File: config.mk
export PLATFORM = sky130hd
export DESIGN_NAME = mips_cpu_hilo
export DESIGN_NICKNAME = d
export VERILOG_FILES = /design/src/hw/mips_cpu_pkg.sv /design/src/hw/mips_cpu_hilo.sv
export SDC_FILE = /design/constraint.sdc
export NUM_CORES = 1
export LEC_CHECK = 0
export BUFFER_PORTS_ARGS = -buffer_cell sky130_fd_sc_hd__buf_2
export CORE_AREA = 8 8 91 109
export CTS_BUF_LIST = sky130_fd_sc_hd__clkbuf_16
export DETAILED_ROUTE_END_ITERATION = 10
export DIE_AREA = 0 0 99 117
export PLACE_DENSITY = 0.79
export SLEW_MARGIN = 20
export SYNTH_ARGS = -nofsm -noshare
export SYNTH_HDL_FRONTEND = slang
export SYNTH_SLANG_ARGS = --single-unit
File: constraint.sdc
create_clock -name clk -period 0.9 [get_ports clk]
set_input_delay 0 -clock clk [delete_from_list [all_inputs] [get_ports clk]]
set_output_delay 0 -clock clk [all_outputs]
set_load 0.02 [all_outputs]
File: src/hw/mips_cpu_pkg.sv
package mips_cpu_pkg;

    localparam int xlen = 32;

    typedef logic [xlen-1:0] word_t;
    typedef logic [4:0]      reg_idx_t;

    // fixed numbering of the alu select codes
    typedef enum logic [4:0] {
        alu_add     = 5'd0,
        alu_sub     = 5'd1,
        alu_mul_s   = 5'd2,
        alu_mul_u   = 5'd3,
        alu_div_s   = 5'd4,
        alu_div_u   = 5'd5,
        alu_and     = 5'd6,
        alu_or      = 5'd7,
        alu_xor     = 5'd8,
        alu_sll     = 5'd9,
        alu_sllv    = 5'd10,
        alu_srl     = 5'd11,
        alu_srlv    = 5'd12,
        alu_sra     = 5'd13,
        alu_srav    = 5'd14,
        alu_eq      = 5'd15,
        alu_gez     = 5'd16,
        alu_gtz     = 5'd17,
        alu_lez     = 5'd18,
        alu_ltz     = 5'd19,
        alu_slt     = 5'd20,
        alu_sltu    = 5'd21,
        alu_ne      = 5'd22,
        alu_pass_rs = 5'd23,
        alu_one     = 5'd24,  // jumps
        alu_lui     = 5'd25
    } alu_op_t;

    typedef enum logic [1:0] {
        res_alu = 2'd0,
        res_hi  = 2'd1,
        res_lo  = 2'd2
    } res_sel_t;

    // primary opcodes
    localparam logic [5:0] op_special = 6'h00;
    localparam logic [5:0] op_regimm  = 6'h01;
    localparam logic [5:0] op_j       = 6'h02;
    localparam logic [5:0] op_jal     = 6'h03;
    localparam logic [5:0] op_beq     = 6'h04;
    localparam logic [5:0] op_bne     = 6'h05;
    localparam logic [5:0] op_blez    = 6'h06;
    localparam logic [5:0] op_bgtz    = 6'h07;
    localparam logic [5:0] op_addi    = 6'h08;
    localparam logic [5:0] op_addiu   = 6'h09;
    localparam logic [5:0] op_slti    = 6'h0a;
    localparam logic [5:0] op_sltiu   = 6'h0b;
    localparam logic [5:0] op_andi    = 6'h0c;
    localparam logic [5:0] op_ori     = 6'h0d;
    localparam logic [5:0] op_xori    = 6'h0e;
    localparam logic [5:0] op_lui     = 6'h0f;

    // funct field of special
    localparam logic [5:0] fn_sll   = 6'h00;
    localparam logic [5:0] fn_srl   = 6'h02;
    localparam logic [5:0] fn_sra   = 6'h03;
    localparam logic [5:0] fn_sllv  = 6'h04;
    localparam logic [5:0] fn_srlv  = 6'h06;
    localparam logic [5:0] fn_srav  = 6'h07;
    localparam logic [5:0] fn_jr    = 6'h08;
    localparam logic [5:0] fn_mfhi  = 6'h10;
    localparam logic [5:0] fn_mthi  = 6'h11;
    localparam logic [5:0] fn_mflo  = 6'h12;
    localparam logic [5:0] fn_mtlo  = 6'h13;
    localparam logic [5:0] fn_mult  = 6'h18;
    localparam logic [5:0] fn_multu = 6'h19;
    localparam logic [5:0] fn_div   = 6'h1a;
    localparam logic [5:0] fn_divu  = 6'h1b;
    localparam logic [5:0] fn_add   = 6'h20;
    localparam logic [5:0] fn_addu  = 6'h21;
    localparam logic [5:0] fn_sub   = 6'h22;
    localparam logic [5:0] fn_subu  = 6'h23;
    localparam logic [5:0] fn_and   = 6'h24;
    localparam logic [5:0] fn_or    = 6'h25;
    localparam logic [5:0] fn_xor   = 6'h26;
    localparam logic [5:0] fn_slt   = 6'h2a;
    localparam logic [5:0] fn_sltu  = 6'h2b;

    // rt field under regimm
    localparam logic [4:0] rt_bltz = 5'h00;
    localparam logic [4:0] rt_bgez = 5'h01;

    localparam reg_idx_t link_reg = 5'd31;

endpackage

File: src/hw/mips_cpu_hilo.sv
`timescale 1ns/1ps

module mips_cpu_hilo (
    input  logic                   clk,
    input  logic                   arst_n,
    input  logic                   hi_wen,
    input  logic                   lo_wen,
    input  logic                   hi_src_alu,
    input  mips_cpu_pkg::word_t    alu_out,
    input  mips_cpu_pkg::word_t    alu_hi,
    input  mips_cpu_pkg::word_t    alu_lo,
    input  mips_cpu_pkg::res_sel_t res_sel,
    output mips_cpu_pkg::word_t    hi,
    output mips_cpu_pkg::word_t    lo,
    output mips_cpu_pkg::word_t    wb_val
);

    import mips_cpu_pkg::*;

    always_ff @(posedge clk or negedge arst_n) begin
        if (!arst_n) begin
            hi <= '0;
            lo <= '0;
        end else begin
            if (hi_wen) begin
                hi <= hi_src_alu ? alu_hi : alu_out;  // mult/div or mthi
            end
            if (lo_wen) begin
                lo <= hi_src_alu ? alu_lo : alu_out;
            end
        end
    end

    // mfhi and mflo read the registers as they stand
    always_comb begin
        case (res_sel)
            res_hi:  wb_val = hi;
            res_lo:  wb_val = lo;
            default: wb_val = alu_out;
        endcase
    end

endmodule

# Word-level counts from Yosys, hierarchy flattened

Index checks and enable logic that the tools add are counted.

Logic and storage cells: 7
Memory bits (writable): 0
Memories kept: 0
Flip-flop bits (word level): 64
Latch bits: 0
Output and inout bits: 96
ROM bits: 0
Input port bits: 103

Muxes and demuxes: 3
Magnitude comparators: 0
Reductions and logical operators: 0
Eq/ne operators: 2
Divide/modulo/power cells: 0
$add $sub $neg: 0
Bitwise logic cells: 0
Shift-type cells: 0
Multipliers: 0

Operators by type and width:

| kind                                                             | number |
|---|---|
| 32-bit two-way mux                                               | 2 |
| 32-bit case mux with 2 select lines                              | 1 |
| 2-bit by 1-bit == test with 1-bit output (second input constant) | 1 |
| 2-bit == test (second input constant)                            | 1 |

# Logic depth before layout (Yosys ltp)

Gate-level depths: netlist of the first run.

Depth in word-level cells: 2
Mapped depth: 6
Depth with buffers taken out: 4

# Least setup slack after synthesis of the first run

OpenSTA, ideal clock, no wires.

Path type: input-to-output
Start point: in res_sel[0]
End point: out wb_val[21]
Setup slack: -222 ps
Required time: 900 ps
Data arrival time: 1122 ps
Stages on the path: 5
Cell sequence: inv_1 -> ha_1 -> buf_2 -> clkbuf_1 -> o21ai_0

Cells in the longest elaborated chain, start to end: 2
Elaborated cells on any way between the ends: 3
Classes of those cells: eq/ne (2); mux (1)

RTL lines:

| what                                                                      | RTL line            | RTL |
|---|---|---|
| start, declared                                                           | mips_cpu_hilo.sv:12 | `input mips_cpu_pkg::res_sel_t res_sel,` |
| 2-bit == test or 2-bit by 1-bit == test with 1-bit output (tied branches) | mips_cpu_hilo.sv:36 | `case (res_sel)` |
| 32-bit case mux with 2 select lines (*)                                   | mips_cpu_hilo.sv:36 |  |
| end, declared                                                             | mips_cpu_hilo.sv:15 | `output mips_cpu_pkg::word_t wb_val` |

Every way passes the cells marked *; elsewhere a longest branch is shown, timed or not.

# Final worst setup path of the first run

Start point: reg lo[9]
End point: out wb_val[9]

Cells in the longest elaborated chain, start to end: 1

RTL lines:

| what                                | RTL line            | RTL |
|---|---|---|
| start, declared                     | mips_cpu_hilo.sv:14 | `output mips_cpu_pkg::word_t lo,` |
| start signal, assigned              | mips_cpu_hilo.sv:29 | `lo <= hi_src_alu ? alu_lo : alu_out;` |
| 32-bit case mux with 2 select lines | mips_cpu_hilo.sv:36 |  |

Every way passes these cells.

==> results of run 1 <==
## report_power, final
part | switching, mW | leakage (nW) | internal [mW] | total [mW]
Combinational | 2.15 | 2.38 | 2.19 | 4.34
Sequential | 0.333 | 0.713 | 3.19 | 3.52
Clock | 1.19 | 0.145 | 2.37 | 3.55
## cells by family (layout without fill, tap and decap cells)
kind of cell | Yosys count | after routing | synth area share
buffers and inverters | 36 | 316 | 0.0647
and+or+nand+nor | 96 | 96 | 0.101
muxes | 64 | 64 | 0.179
DFF | 64 | 64 | 0.447
other | 0 | 1 | 0
adders and majority gates | 2 | 2 | 0.00699
AOI/OAI and AO/OA | 128 | 128 | 0.201
## state kept, by name, summed over array words and instances (netlist names)
register / count
hi: 32
lo: 32
## worst max-delay path, cell delays in order (launching register included)
cell,delay (ps)
sky130_fd_sc_hd__dfrtp_1,410
sky130_fd_sc_hd__a22oi_2,230
sky130_fd_sc_hd__o21ai_2,110
sky130_fd_sc_hd__buf_6,140
## layout by cell type, fill, tap and decap left out, types with 11 or more instances in the layout
cell,netlist,layout
sky130_fd_sc_hd__nor2_1,64,58
sky130_fd_sc_hd__buf_4,0,20
sky130_fd_sc_hd__mux2i_1,64,64
sky130_fd_sc_hd__buf_12,0,11
sky130_fd_sc_hd__a21oi_1,64,62
sky130_fd_sc_hd__a22oi_2,0,31
sky130_fd_sc_hd__buf_6,1,126
sky130_fd_sc_hd__dfrtp_1,64,64
sky130_fd_sc_hd__buf_2,16,107
sky130_fd_sc_hd__o21ai_1,0,11
sky130_fd_sc_hd__o21ai_4,0,12
sky130_fd_sc_hd__nand2_1,32,32
sky130_fd_sc_hd__dlygate4sd3_1,0,34
## layer usage
metal,GRT usage,vias to the layer above,routed length [µm]
li1,-,1932,-
met1,0.241,2085,5580
met2,0.465,267,8850
met3,0.0633,69,1100
met4,0.160,0,753
met5,0,-,0
## stage by stage
step / instance area, µm² / setup TNS [ps]
after global placement: 4990 / -6040
final: 6850 / -11390
after global routing: 6840 / -14240
after CTS: 6480 / -10440
after detailed placement: 4990 / -6420
after floorplan: 3760 / -1170
## worst max-delay path by stage
stage / startpoint / end / slack (ps) / depth (start not counted)
floorplan: res_sel[0] / wb_val[21] / -70 / 5
global placement: res_sel[0] / wb_val[4] / -240 / 6
detailed placement: res_sel[0] / wb_val[15] / -260 / 6
CTS: lo[1] / wb_val[1] / -250 / 3
global route: lo[4] / wb_val[4] / -370 / 3
finish: lo[9] / wb_val[9] / -300 / 3
## timing repair
| action | 4_1_cts | 5_1_grt |
|---|---|---|
| buffers inserted | 26 | 27 |
| hold buffers | 34 | 0 |
| pin swaps | 42 | 22 |
| hold endpoints to repair | 95 | 0 |
| endpoints found under the setup margin | 65 | 99 |
| gates resized for setup | 181 | 85 |
## cell type report
class                   instances  area share
multi-input cells             290       0.310
repair buffers                299       0.393
inverters                       2     0.00110
flip-flops and latches         64       0.234
diodes                          1    0.000365
clock inverters                 6      0.0110
clock buffers                   9      0.0329
well taps                      97      0.0177
==> run_summary.xml, run 1 <==
<?xml version="1.0" encoding="UTF-8"?>
<metrics>
  <group name="timing">
    <metric name="worst_clock_skew" unit="ps">0</metric>
    <metric name="rsz0062_at_grt" unit="">true</metric>
    <metric name="max_slew.worst_pin.slew" unit="ps">358</metric>
    <metric name="report.final.slew_viol_count" unit="">0</metric>
    <metric name="setup_viol_count_final" unit="">81</metric>
    <metric name="achievable-frequency" unit="MHz">830</metric>
    <metric name="worst_slew_margin_rel" unit="">0.761</metric>
    <metric name="final.setup.worst_slack" unit="ps">-305</metric>
    <metric name="final.min_clock_period" unit="ps">1200</metric>
    <metric name="finalHoldViolCount" unit="">0</metric>
    <metric name="final.hold.worst_slack" unit="ps">9.43</metric>
    <metric name="final.period_utilization" unit="">1.34</metric>
  </group>
  <group name="synthesis">
    <metric name="netlist_area" unit="mm²">0.00358</metric>
    <metric name="ys_ff_latch" unit="">64</metric>
    <metric name="synth-warning-count" unit="">0</metric>
    <metric name="ys_types" unit="">15</metric>
    <metric name="postSynthCellCount" unit="">390</metric>
    <metric name="yosysTopAreaCellShare" unit="">0.447</metric>
    <metric name="synth.area.top_cells" unit="">sky130_fd_sc_hd__dfrtp_1 (45%), sky130_fd_sc_hd__mux2i_1 (18%), sky130_fd_sc_hd__a21oi_1 (8.9%)</metric>
    <metric name="synthDominantAreaCellType" unit="">sky130_fd_sc_hd__dfrtp_1</metric>
    <metric name="ys_top_cells_by_count" unit="">sky130_fd_sc_hd__a21oi_1 (64), sky130_fd_sc_hd__dfrtp_1 (64), sky130_fd_sc_hd__mux2i_1 (64), sky130_fd_sc_hd__nor2_1 (64)</metric>
    <metric name="synth-edff-count" unit="">0</metric>
    <metric name="synthesis.nets" unit="">495</metric>
    <metric name="sequential_element_share_of_the_synthesized_area" unit="">0.447</metric>
    <metric name="ys_dominant_reg_cell" unit="">sky130_fd_sc_hd__dfrtp_1</metric>
    <metric name="ys_async_sr_fraction" unit="">1.00</metric>
    <metric name="synthesis.area_per_instance" unit="µm²">9.18</metric>
  </group>
  <group name="drt">
    <metric name="routed_len_inst" unit="µm">21.2</metric>
    <metric name="drt-pass1-iter-count" unit="">4</metric>
    <metric name="vias_per_cell" unit="">5.67</metric>
    <metric name="post-route-drc-count" unit="">0</metric>
    <metric name="detail_route.wirelength" unit="µm">16300</metric>
    <metric name="detailroute.via_count" unit="">4353</metric>
    <metric name="drt-initial-drc-count" unit="">296</metric>
    <metric name="antenna_violating_nets_post_route" unit="">0</metric>
  </group>
  <group name="floorplanning">
    <metric name="placeableCoreArea" unit="mm²">0.00829</metric>
    <metric name="design.die.area" unit="mm²">0.0116</metric>
    <metric name="rows" unit="">37</metric>
    <metric name="die_y" unit="µm">117</metric>
    <metric name="floorplan.initialDensity" unit="">0.432</metric>
    <metric name="die_w" unit="µm">99</metric>
    <metric name="floorplan.io_pins" unit="">199</metric>
  </group>
  <group name="power_and_ir_drop">
    <metric name="power.density" unit="mW/mm²">1670</metric>
    <metric name="power_leakage" unit="nW">3.23</metric>
    <metric name="post-layout-total-power" unit="mW">11.4</metric>
    <metric name="vdd.ir_drop.worst" unit="µV">1080</metric>
  </group>
  <group name="setup_path">
    <metric name="timing.rr.end" unit="">lo[0]</metric>
    <metric name="rr_startpoint" unit="">lo[0]</metric>
    <metric name="cp-end-kind" unit="">output port</metric>
    <metric name="critPathRequiredTime" unit="ps">900</metric>
    <metric name="crit_path_max_fanout" unit="">2</metric>
    <metric name="critPathArrivalTime" unit="ps">1200</metric>
    <metric name="critical_path.startpoint_type" unit="">flip-flop</metric>
    <metric name="reg2reg_depth" unit="">4</metric>
    <metric name="reg2reg_setup_slack" unit="ps">-20</metric>
    <metric name="critical_path_class" unit="">flip-flop to output port</metric>
  </group>
  <group name="global_route">
    <metric name="sum_of_overflow_across_all_layers_after_global_routing" unit="">0</metric>
    <metric name="grt_max_degree" unit="">65</metric>
    <metric name="grt_first_pass_wirelength" unit="µm">22900</metric>
    <metric name="grt_pass1_vias" unit="">4597</metric>
    <metric name="globalRouteTotalUtil" unit="">0.249</metric>
    <metric name="grt_antenna_before_repair" unit="">0</metric>
  </group>
  <group name="placement">
    <metric name="routability_congestion_estimate_from_global_placement" unit="">0.804</metric>
    <metric name="dp.cells" unit="">682</metric>
    <metric name="place_hpwl" unit="µm">8920</metric>
    <metric name="post-place-ws" unit="ps">-261</metric>
    <metric name="port-buffer-count" unit="">198</metric>
  </group>
  <group name="clock_network">
    <metric name="numClockSinks" unit="">64</metric>
    <metric name="clk_pin_slew" unit="ps">50</metric>
    <metric name="cts_made_buffers" unit="">9</metric>
    <metric name="root_buffer" unit="">sky130_fd_sc_hd__clkbuf_16</metric>
    <metric name="h-tree-depth" unit="">3</metric>
    <metric name="cts_tree" unit="">built</metric>
    <metric name="insertion_delay" unit="ps">320</metric>
    <metric name="cts_max_path_buffers" unit="">2</metric>
  </group>
  <group name="hold_path">
    <metric name="min_delay_path_depth" unit="">3</metric>
    <metric name="worst_hold_path.endpoint" unit="">lo[29]</metric>
    <metric name="worst_hold_path_startpoint" unit="">alu_lo[29]</metric>
    <metric name="worstHoldPathType" unit="">input pin to flip-flop</metric>
  </group>
  <group name="finish">
    <metric name="final_layout_size_suffix_gt1_frac" unit="">0.503</metric>
    <metric name="fill_cells" unit="">442</metric>
    <metric name="layout.core_utilization" unit="">0.826</metric>
    <metric name="area_used_by_multi_input_combinational_logic" unit="mm²">0.00212</metric>
    <metric name="area_delta_synth_final" unit="%">91.3</metric>
    <metric name="design.final.nets" unit="">771</metric>
    <metric name="regArea" unit="mm²">0.00160</metric>
    <metric name="layoutNonFillerInstCount" unit="">768</metric>
  </group>
  <group name="status">
    <metric name="run_status" unit="">complete, but fails checks</metric>
    <metric name="violations" unit="">negative setup slack</metric>
  </group>
  <group name="run">
    <metric name="drv.max_cap_violation_count" unit="">0</metric>
  </group>
</metrics>
Power figures use the tool's default switching activity.
==> inputs of run 2 (changes only) <==
SETUP_SLACK_MARGIN = 0.3   (was default)
==> run 2 against run 1 <==
Effect of this change:
- fmax decreased by 4.3%
- core utilization grew 11 points
- critical endpoint is now wb_val[20]
- power up 9.5%
- critical path type unchanged
- the flow finishes with violations (negative hold slack, negative setup slack)
==> run_summary.xml, run 2 (synthesized netlist as in run 1, its figures left out) <==
<?xml version="1.0" encoding="UTF-8"?>
<metrics>
  <group name="drt">
    <metric name="met2_length" unit="µm">11100</metric>
    <metric name="wl_met3" unit="µm">1450</metric>
    <metric name="antenna_violating_nets_post_route" unit="">0</metric>
    <metric name="detail_route.wirelength" unit="µm">20500</metric>
    <metric name="drt-initial-drc-count" unit="">295</metric>
    <metric name="routed_len_inst" unit="µm">25.9</metric>
    <metric name="post-route-drc-count" unit="">0</metric>
    <metric name="drt-met1-wl" unit="µm">6570</metric>
    <metric name="detailroute.via_count" unit="">4796</metric>
    <metric name="vias_per_cell" unit="">6.06</metric>
    <metric name="routed.top_layer" unit="">met4</metric>
    <metric name="drt-pass1-iter-count" unit="">5</metric>
  </group>
  <group name="setup_path">
    <metric name="reg2reg_setup_slack" unit="ps">-160</metric>
    <metric name="critical_path.startpoint_type" unit="">flip-flop</metric>
    <metric name="rr_startpoint" unit="">lo[26]</metric>
    <metric name="crit_path_max_fanout" unit="">2</metric>
    <metric name="critPathArrivalTime" unit="ps">1260</metric>
    <metric name="critical_path_class" unit="">flip-flop to output port</metric>
    <metric name="reg2reg_depth" unit="">5</metric>
    <metric name="critical_path.endpoint" unit="">wb_val[20]</metric>
    <metric name="critPathRequiredTime" unit="ps">900</metric>
    <metric name="cp-end-kind" unit="">output port</metric>
    <metric name="timing.rr.end" unit="">lo[26]</metric>
    <metric name="timing.critical_path.from" unit="">lo[20]</metric>
  </group>
  <group name="clock_network">
    <metric name="cts_max_path_buffers" unit="">2</metric>
    <metric name="h-tree-depth" unit="">3</metric>
    <metric name="clk_pin_slew" unit="ps">60</metric>
    <metric name="cts_tree" unit="">built</metric>
    <metric name="ctsHoldBuffers" unit="">1</metric>
    <metric name="root_buffer" unit="">sky130_fd_sc_hd__clkbuf_16</metric>
    <metric name="numClockSinks" unit="">64</metric>
    <metric name="cts_made_buffers" unit="">9</metric>
    <metric name="insertion_delay" unit="ps">330</metric>
  </group>
  <group name="power_and_ir_drop">
    <metric name="power_leakage" unit="nW">3.44</metric>
    <metric name="pwr-share-comb" unit="">0.433</metric>
    <metric name="vdd.ir_drop.worst" unit="µV">1170</metric>
    <metric name="internal_power" unit="mW">8.09</metric>
    <metric name="power_frac_seq" unit="">0.291</metric>
    <metric name="power.density" unit="mW/mm²">1610</metric>
    <metric name="power_frac_clock" unit="">0.276</metric>
    <metric name="switching_power" unit="mW">4.40</metric>
    <metric name="netSwitchingFraction" unit="">0.352</metric>
  </group>
  <group name="timing">
    <metric name="final.setup.worst_slack" unit="ps">-359</metric>
    <metric name="max_slew.worst_pin.slew" unit="ps">362</metric>
    <metric name="achievable-frequency" unit="MHz">794</metric>
    <metric name="rsz0062_at_grt" unit="">true</metric>
    <metric name="finalHoldViolCount" unit="">2</metric>
    <metric name="worst_slew_margin_rel" unit="">0.759</metric>
    <metric name="report.final.slew_viol_count" unit="">0</metric>
    <metric name="final.period_utilization" unit="">1.40</metric>
    <metric name="final.hold.worst_slack" unit="ps">-0.469</metric>
    <metric name="setup_viol_count_final" unit="">106</metric>
    <metric name="final.min_clock_period" unit="ps">1260</metric>
    <metric name="worst_clock_skew" unit="ps">0</metric>
  </group>
  <group name="placement">
    <metric name="routability_congestion_estimate_from_global_placement" unit="">0.799</metric>
    <metric name="port-buffer-count" unit="">198</metric>
    <metric name="post-place-ws" unit="ps">-388</metric>
    <metric name="place_hpwl" unit="µm">9650</metric>
  </group>
  <group name="global_route">
    <metric name="grt_pass1_vias" unit="">4664</metric>
    <metric name="sum_of_overflow_across_all_layers_after_global_routing" unit="">0</metric>
    <metric name="grt_first_pass_wirelength" unit="µm">23500</metric>
    <metric name="grt_max_degree" unit="">65</metric>
    <metric name="grt_antenna_before_repair" unit="">2</metric>
    <metric name="globalRouteTotalUtil" unit="">0.258</metric>
  </group>
  <group name="finish">
    <metric name="final_layout_size_suffix_gt1_frac" unit="">0.773</metric>
    <metric name="layout_common_cells" unit="">sky130_fd_sc_hd__buf_6 (183), sky130_fd_sc_hd__buf_2 (101), sky130_fd_sc_hd__mux2i_1 (64), sky130_fd_sc_hd__dfrtp_2 (64), sky130_fd_sc_hd__a21oi_1 (35)</metric>
    <metric name="area_delta_synth_final" unit="%">116</metric>
    <metric name="final_common_cell" unit="">sky130_fd_sc_hd__buf_6</metric>
    <metric name="design.final.nets" unit="">791</metric>
    <metric name="top_regs" unit="">hi: 32 flops, lo: 32 flops</metric>
  </group>
  <group name="status">
    <metric name="run_status" unit="">complete, but fails checks</metric>
    <metric name="violations" unit="">negative hold slack, negative setup slack</metric>
  </group>
  <group name="floorplanning">
    <metric name="die_w" unit="µm">99</metric>
    <metric name="placeableCoreArea" unit="mm²">0.00829</metric>
    <metric name="floorplan.initialDensity" unit="">0.432</metric>
    <metric name="rows" unit="">37</metric>
    <metric name="design.die.area" unit="mm²">0.0116</metric>
    <metric name="die_y" unit="µm">117</metric>
    <metric name="floorplan.io_pins" unit="">199</metric>
  </group>
  <group name="hold_path">
    <metric name="worstHoldPathType" unit="">input pin to flip-flop</metric>
  </group>
  <group name="run">
    <metric name="drv.max_cap_violation_count" unit="">0</metric>
  </group>
</metrics>
==> run 2: cell types whose count changed in the layout (fill, tap and decap cells not counted), sizes merged <==
cell	change
buf	+53
clkinvlp	+2
dlygate4sd3	-33
diode	+2
bufinv	-1
==> run 2: worst min-delay path by stage <==
stage | to | startpoint | slack, ps | cells after the start
global route | lo[0] | alu_lo[0] | 10 | 3
detailed placement | lo[28] | arst_n | 40 | 2
floorplan | hi[0] | arst_n | -300 | 0
global placement | lo[28] | arst_n | 30 | 2
CTS | lo[4] | alu_lo[4] | -30 | 3
finish | lo[24] | alu_lo[24] | -0.5 | 3
==> run 2: power groups by stage <==
stage	clock [mW]	combinational, mW	sequential [mW]
floorplan	0	1.71	3.94
global placement	0	3.13	3.58
detailed placement	0	3.22	3.61
CTS	3.36	4.26	3.58
global route	3.56	5.60	3.66
finish	3.44	5.41	3.64
==> run 2: final cells by class <==
type | instances | area, µm²
clock buffers | 9 | 225
clock inverters | 7 | 62.6
multi-input cells | 290 | 2630
flip-flops and latches | 64 | 1680
well taps | 97 | 121
diodes | 3 | 7.51
inverters | 2 | 15.0
fillers | 266 | 543
repair buffers | 319 | 3000
==> run 2: metal layers <==
metal,up-vias,GRT usage
met5,-,0
met4,0,0.125
met3,111,0.0740
met2,349,0.482
met1,2361,0.259
li1,1975,-
==> run 2: critical path, cell delays in order, from the launching register on <==
cell and delay, ps:
sky130_fd_sc_hd__dfrtp_2 420, sky130_fd_sc_hd__a22oi_2 270, sky130_fd_sc_hd__o21ai_4 110, sky130_fd_sc_hd__buf_6 140
==> run 2: repair_timing <==
action,CTS,global route
hold endpoints to repair,88,2
setup buffers,37,53
gates resized for setup,222,155
endpoints found under the setup margin,160,160
pin swaps,62,44
==> run 2: stage by stage <==
stage	setup TNS, ps	utilization	cell area [µm²]	cells	power [mW]
after global routing	-18920	0.934	7740	790	12.8
final	-17150	0.934	7740	791	12.5
after detailed placement	-11410	0.658	5450	681	6.83
after CTS	-11320	0.817	6770	735	11.2
after floorplan	0	-	4320	390	5.65
after global placement	-10470	0.658	5450	681	6.72
==> inputs of run 3 (changes only) <==
CORE_AREA = 8 8 82 121   (was 8 8 91 109)
DIE_AREA = 0 0 90 129   (was 0 0 99 117)
PLACE_DENSITY = 0.78   (was 0.79)
==> run 3 against run 2 <==
Effect of this change:
- the run still ends with negative hold slack, negative setup slack left
- register-to-register slack better by 40 ps
- power fell by 4.5%
- design area fell by 1.9%
- combinational power decreased by 3%
- routed wire length down 4.0%
- first-iteration DRC count down 6.4%
- clock power decreased by 11%
- critical endpoint is now wb_val[26]
- largest cell class unchanged
- highest routed layer unchanged
==> run_summary.xml, run 3 (synthesized netlist as in run 1, its figures left out) <==
<?xml version="1.0" encoding="UTF-8"?>
<metrics>
  <group name="setup_path">
    <metric name="reg2reg_setup_slack" unit="ps">-120</metric>
    <metric name="critPathArrivalTime" unit="ps">1230</metric>
    <metric name="critical_path_class" unit="">flip-flop to output port</metric>
    <metric name="cp-end-kind" unit="">output port</metric>
    <metric name="crit_path_max_fanout" unit="">2</metric>
    <metric name="timing.rr.end" unit="">lo[3]</metric>
    <metric name="reg2reg_depth" unit="">5</metric>
    <metric name="critPathRequiredTime" unit="ps">900</metric>
    <metric name="rr_startpoint" unit="">lo[3]</metric>
    <metric name="critical_path.startpoint_type" unit="">flip-flop</metric>
  </group>
  <group name="drt">
    <metric name="detailroute.via_count" unit="">4621</metric>
    <metric name="post-route-drc-count" unit="">0</metric>
    <metric name="vias_per_cell" unit="">5.89</metric>
    <metric name="routed_len_inst" unit="µm">25.1</metric>
    <metric name="drt-initial-drc-count" unit="">276</metric>
    <metric name="drt-pass1-iter-count" unit="">4</metric>
    <metric name="antenna_violating_nets_post_route" unit="">0</metric>
    <metric name="detail_route.wirelength" unit="µm">19700</metric>
  </group>
  <group name="timing">
    <metric name="final.min_clock_period" unit="ps">1230</metric>
    <metric name="final.setup.worst_slack" unit="ps">-334</metric>
    <metric name="worst_slew_margin_rel" unit="">0.688</metric>
    <metric name="report.final.slew_viol_count" unit="">0</metric>
    <metric name="achievable-frequency" unit="MHz">810</metric>
    <metric name="max_slew.worst_pin.slew" unit="ps">468</metric>
    <metric name="final.hold.worst_slack" unit="ps">-438</metric>
    <metric name="rsz0062_at_grt" unit="">true</metric>
    <metric name="finalHoldViolCount" unit="">66</metric>
    <metric name="setup_viol_count_final" unit="">99</metric>
    <metric name="fin_tns_setup" unit="ps">-15110</metric>
    <metric name="final.period_utilization" unit="">1.37</metric>
    <metric name="worst_clock_skew" unit="ps">0</metric>
  </group>
  <group name="global_route">
    <metric name="sum_of_overflow_across_all_layers_after_global_routing" unit="">0</metric>
    <metric name="grt_first_pass_wirelength" unit="µm">24100</metric>
    <metric name="globalRouteTotalUtil" unit="">0.258</metric>
    <metric name="grt_max_degree" unit="">44</metric>
    <metric name="grt_antenna_before_repair" unit="">2</metric>
    <metric name="grt_pass1_vias" unit="">4720</metric>
  </group>
  <group name="finish">
    <metric name="layout.cell_area.non_filler" unit="mm²">0.00760</metric>
    <metric name="fill_cells" unit="">271</metric>
    <metric name="design.final.nets" unit="">776</metric>
    <metric name="final_layout_size_suffix_gt1_frac" unit="">0.786</metric>
    <metric name="final_common_cell" unit="">sky130_fd_sc_hd__buf_6</metric>
    <metric name="top_regs" unit="">hi: 32 flops, lo: 32 flops</metric>
    <metric name="layout_common_cells" unit="">sky130_fd_sc_hd__buf_6 (168), sky130_fd_sc_hd__buf_2 (101), sky130_fd_sc_hd__mux2i_1 (64), sky130_fd_sc_hd__dfrtp_2 (64), sky130_fd_sc_hd__a21oi_1 (33)</metric>
    <metric name="area_delta_synth_final" unit="%">112</metric>
  </group>
  <group name="clock_network">
    <metric name="clk_pin_slew" unit="ps">60</metric>
    <metric name="insertion_delay" unit="ps">320</metric>
    <metric name="h-tree-depth" unit="">3</metric>
    <metric name="root_buffer" unit="">sky130_fd_sc_hd__clkbuf_16</metric>
    <metric name="cts_made_buffers" unit="">9</metric>
    <metric name="cts_max_path_buffers" unit="">2</metric>
    <metric name="cts_tree" unit="">built</metric>
    <metric name="numClockSinks" unit="">64</metric>
  </group>
  <group name="status">
    <metric name="run_status" unit="">complete, but fails checks</metric>
    <metric name="violations" unit="">negative hold slack, negative setup slack</metric>
  </group>
  <group name="power_and_ir_drop">
    <metric name="vdd.ir_drop.worst" unit="µV">1290</metric>
    <metric name="post-layout-total-power" unit="mW">11.9</metric>
    <metric name="power.density" unit="mW/mm²">1570</metric>
    <metric name="power_leakage" unit="nW">3.36</metric>
  </group>
  <group name="placement">
    <metric name="detailed_place.area" unit="mm²">0.00542</metric>
    <metric name="post-place-ws" unit="ps">-373</metric>
    <metric name="place_hpwl" unit="µm">9670</metric>
    <metric name="port-buffer-count" unit="">198</metric>
    <metric name="routability_congestion_estimate_from_global_placement" unit="">0.831</metric>
  </group>
  <group name="floorplanning">
    <metric name="die_y" unit="µm">129</metric>
    <metric name="design.die.area" unit="mm²">0.0116</metric>
    <metric name="placeableCoreArea" unit="mm²">0.00821</metric>
    <metric name="floorplan.initialDensity" unit="">0.436</metric>
    <metric name="die_w" unit="µm">90</metric>
    <metric name="rows" unit="">41</metric>
    <metric name="floorplan.io_pins" unit="">199</metric>
  </group>
  <group name="hold_path">
    <metric name="worstHoldPathType" unit="">input pin to async pin</metric>
  </group>
  <group name="run">
    <metric name="drv.max_cap_violation_count" unit="">0</metric>
  </group>
</metrics>
[run 3: cell count changes in the layout (fill, tap and decap cells not counted), moves of 2 or more]
| cell | delta |
|---|---|
| sky130_fd_sc_hd__nor2_2 | +17 |
| sky130_fd_sc_hd__buf_6 | -15 |
| sky130_fd_sc_hd__nor2_1 | -11 |
| sky130_fd_sc_hd__nor2_4 | -6 |
| sky130_fd_sc_hd__a21oi_1 | -2 |
| sky130_fd_sc_hd__a21oi_2 | +2 |
| sky130_fd_sc_hd__buf_12 | +2 |
| sky130_fd_sc_hd__buf_4 | -2 |
| sky130_fd_sc_hd__clkinvlp_4 | -2 |
[run 3: how the worst max path moves through the flow]
stage	start	depth (start not counted)	to
after floorplan	lo[0]	2	wb_val[0]
after global placement	res_sel[0]	6	wb_val[1]
after detailed placement	res_sel[0]	6	wb_val[9]
after CTS	lo[18]	3	wb_val[18]
after global routing	lo[26]	3	wb_val[26]
final	lo[26]	3	wb_val[26]
[run 3: final cells by class]
class | instances | area [µm²] | share of cell area
Tap cell | 107 | 134 | 0.0176
Timing Repair Buffer | 304 | 2870 | 0.378
Sequential cell | 64 | 1680 | 0.221
Clock buffer | 9 | 225 | 0.0296
Antenna cell | 2 | 5.00 | 0.000659
Clock inverter | 7 | 30.0 | 0.00395
Inverter | 2 | 15.0 | 0.00198
Multi-Input combinational cell | 290 | 2630 | 0.347
[run 3: timing repair]
action / CTS / global route
endpoints found under the hold margin: 93 / 67
gates resized for setup: 223 / 146
endpoints found under the setup margin: 160 / 160
gates cloned: 0 / 1
pin swaps: 63 / 35
buffers inserted: 32 / 52
[run 3: worst max-delay path, stage by stage, from the launching register on]
cell and delay [ps]:
sky130_fd_sc_hd__dfrtp_2 430, sky130_fd_sc_hd__a22oi_2 270, sky130_fd_sc_hd__o21ai_4 70, sky130_fd_sc_hd__buf_6 130
[run 3: through the flow]
| step | std cells | util | hold WS [ps] |
|---|---|---|---|
| 6_report | 785 | 0.926 | -438 |
| 5_1_grt | 785 | 0.926 | -433 |
| 4_1_cts | 730 | 0.811 | -445 |
| 3_5_place_dp | 682 | 0.660 | -98.1 |
| 3_3_place_gp | 682 | 0.660 | -101 |
| 2_1_floorplan | 390 | - | -296 |
[run 3: per-layer routing]
layer / wire (µm) / vias up / global-route usage
met4: 1230 / 0 / 0.143
met1: 6490 / 2284 / 0.257
li1: - / 1953 / -
met5: 0 / - / 0
met2: 10600 / 289 / 0.481
met3: 1340 / 95 / 0.0641
[run 3: power breakdown]
part	total [mW]	internal (mW)	switching, mW	leakage (nW)
clock	3.05	1.81	1.24	0.133
combinational	5.25	2.64	2.61	2.57
sequential	3.63	3.25	0.385	0.658
total	11.9	7.70	4.24	3.36
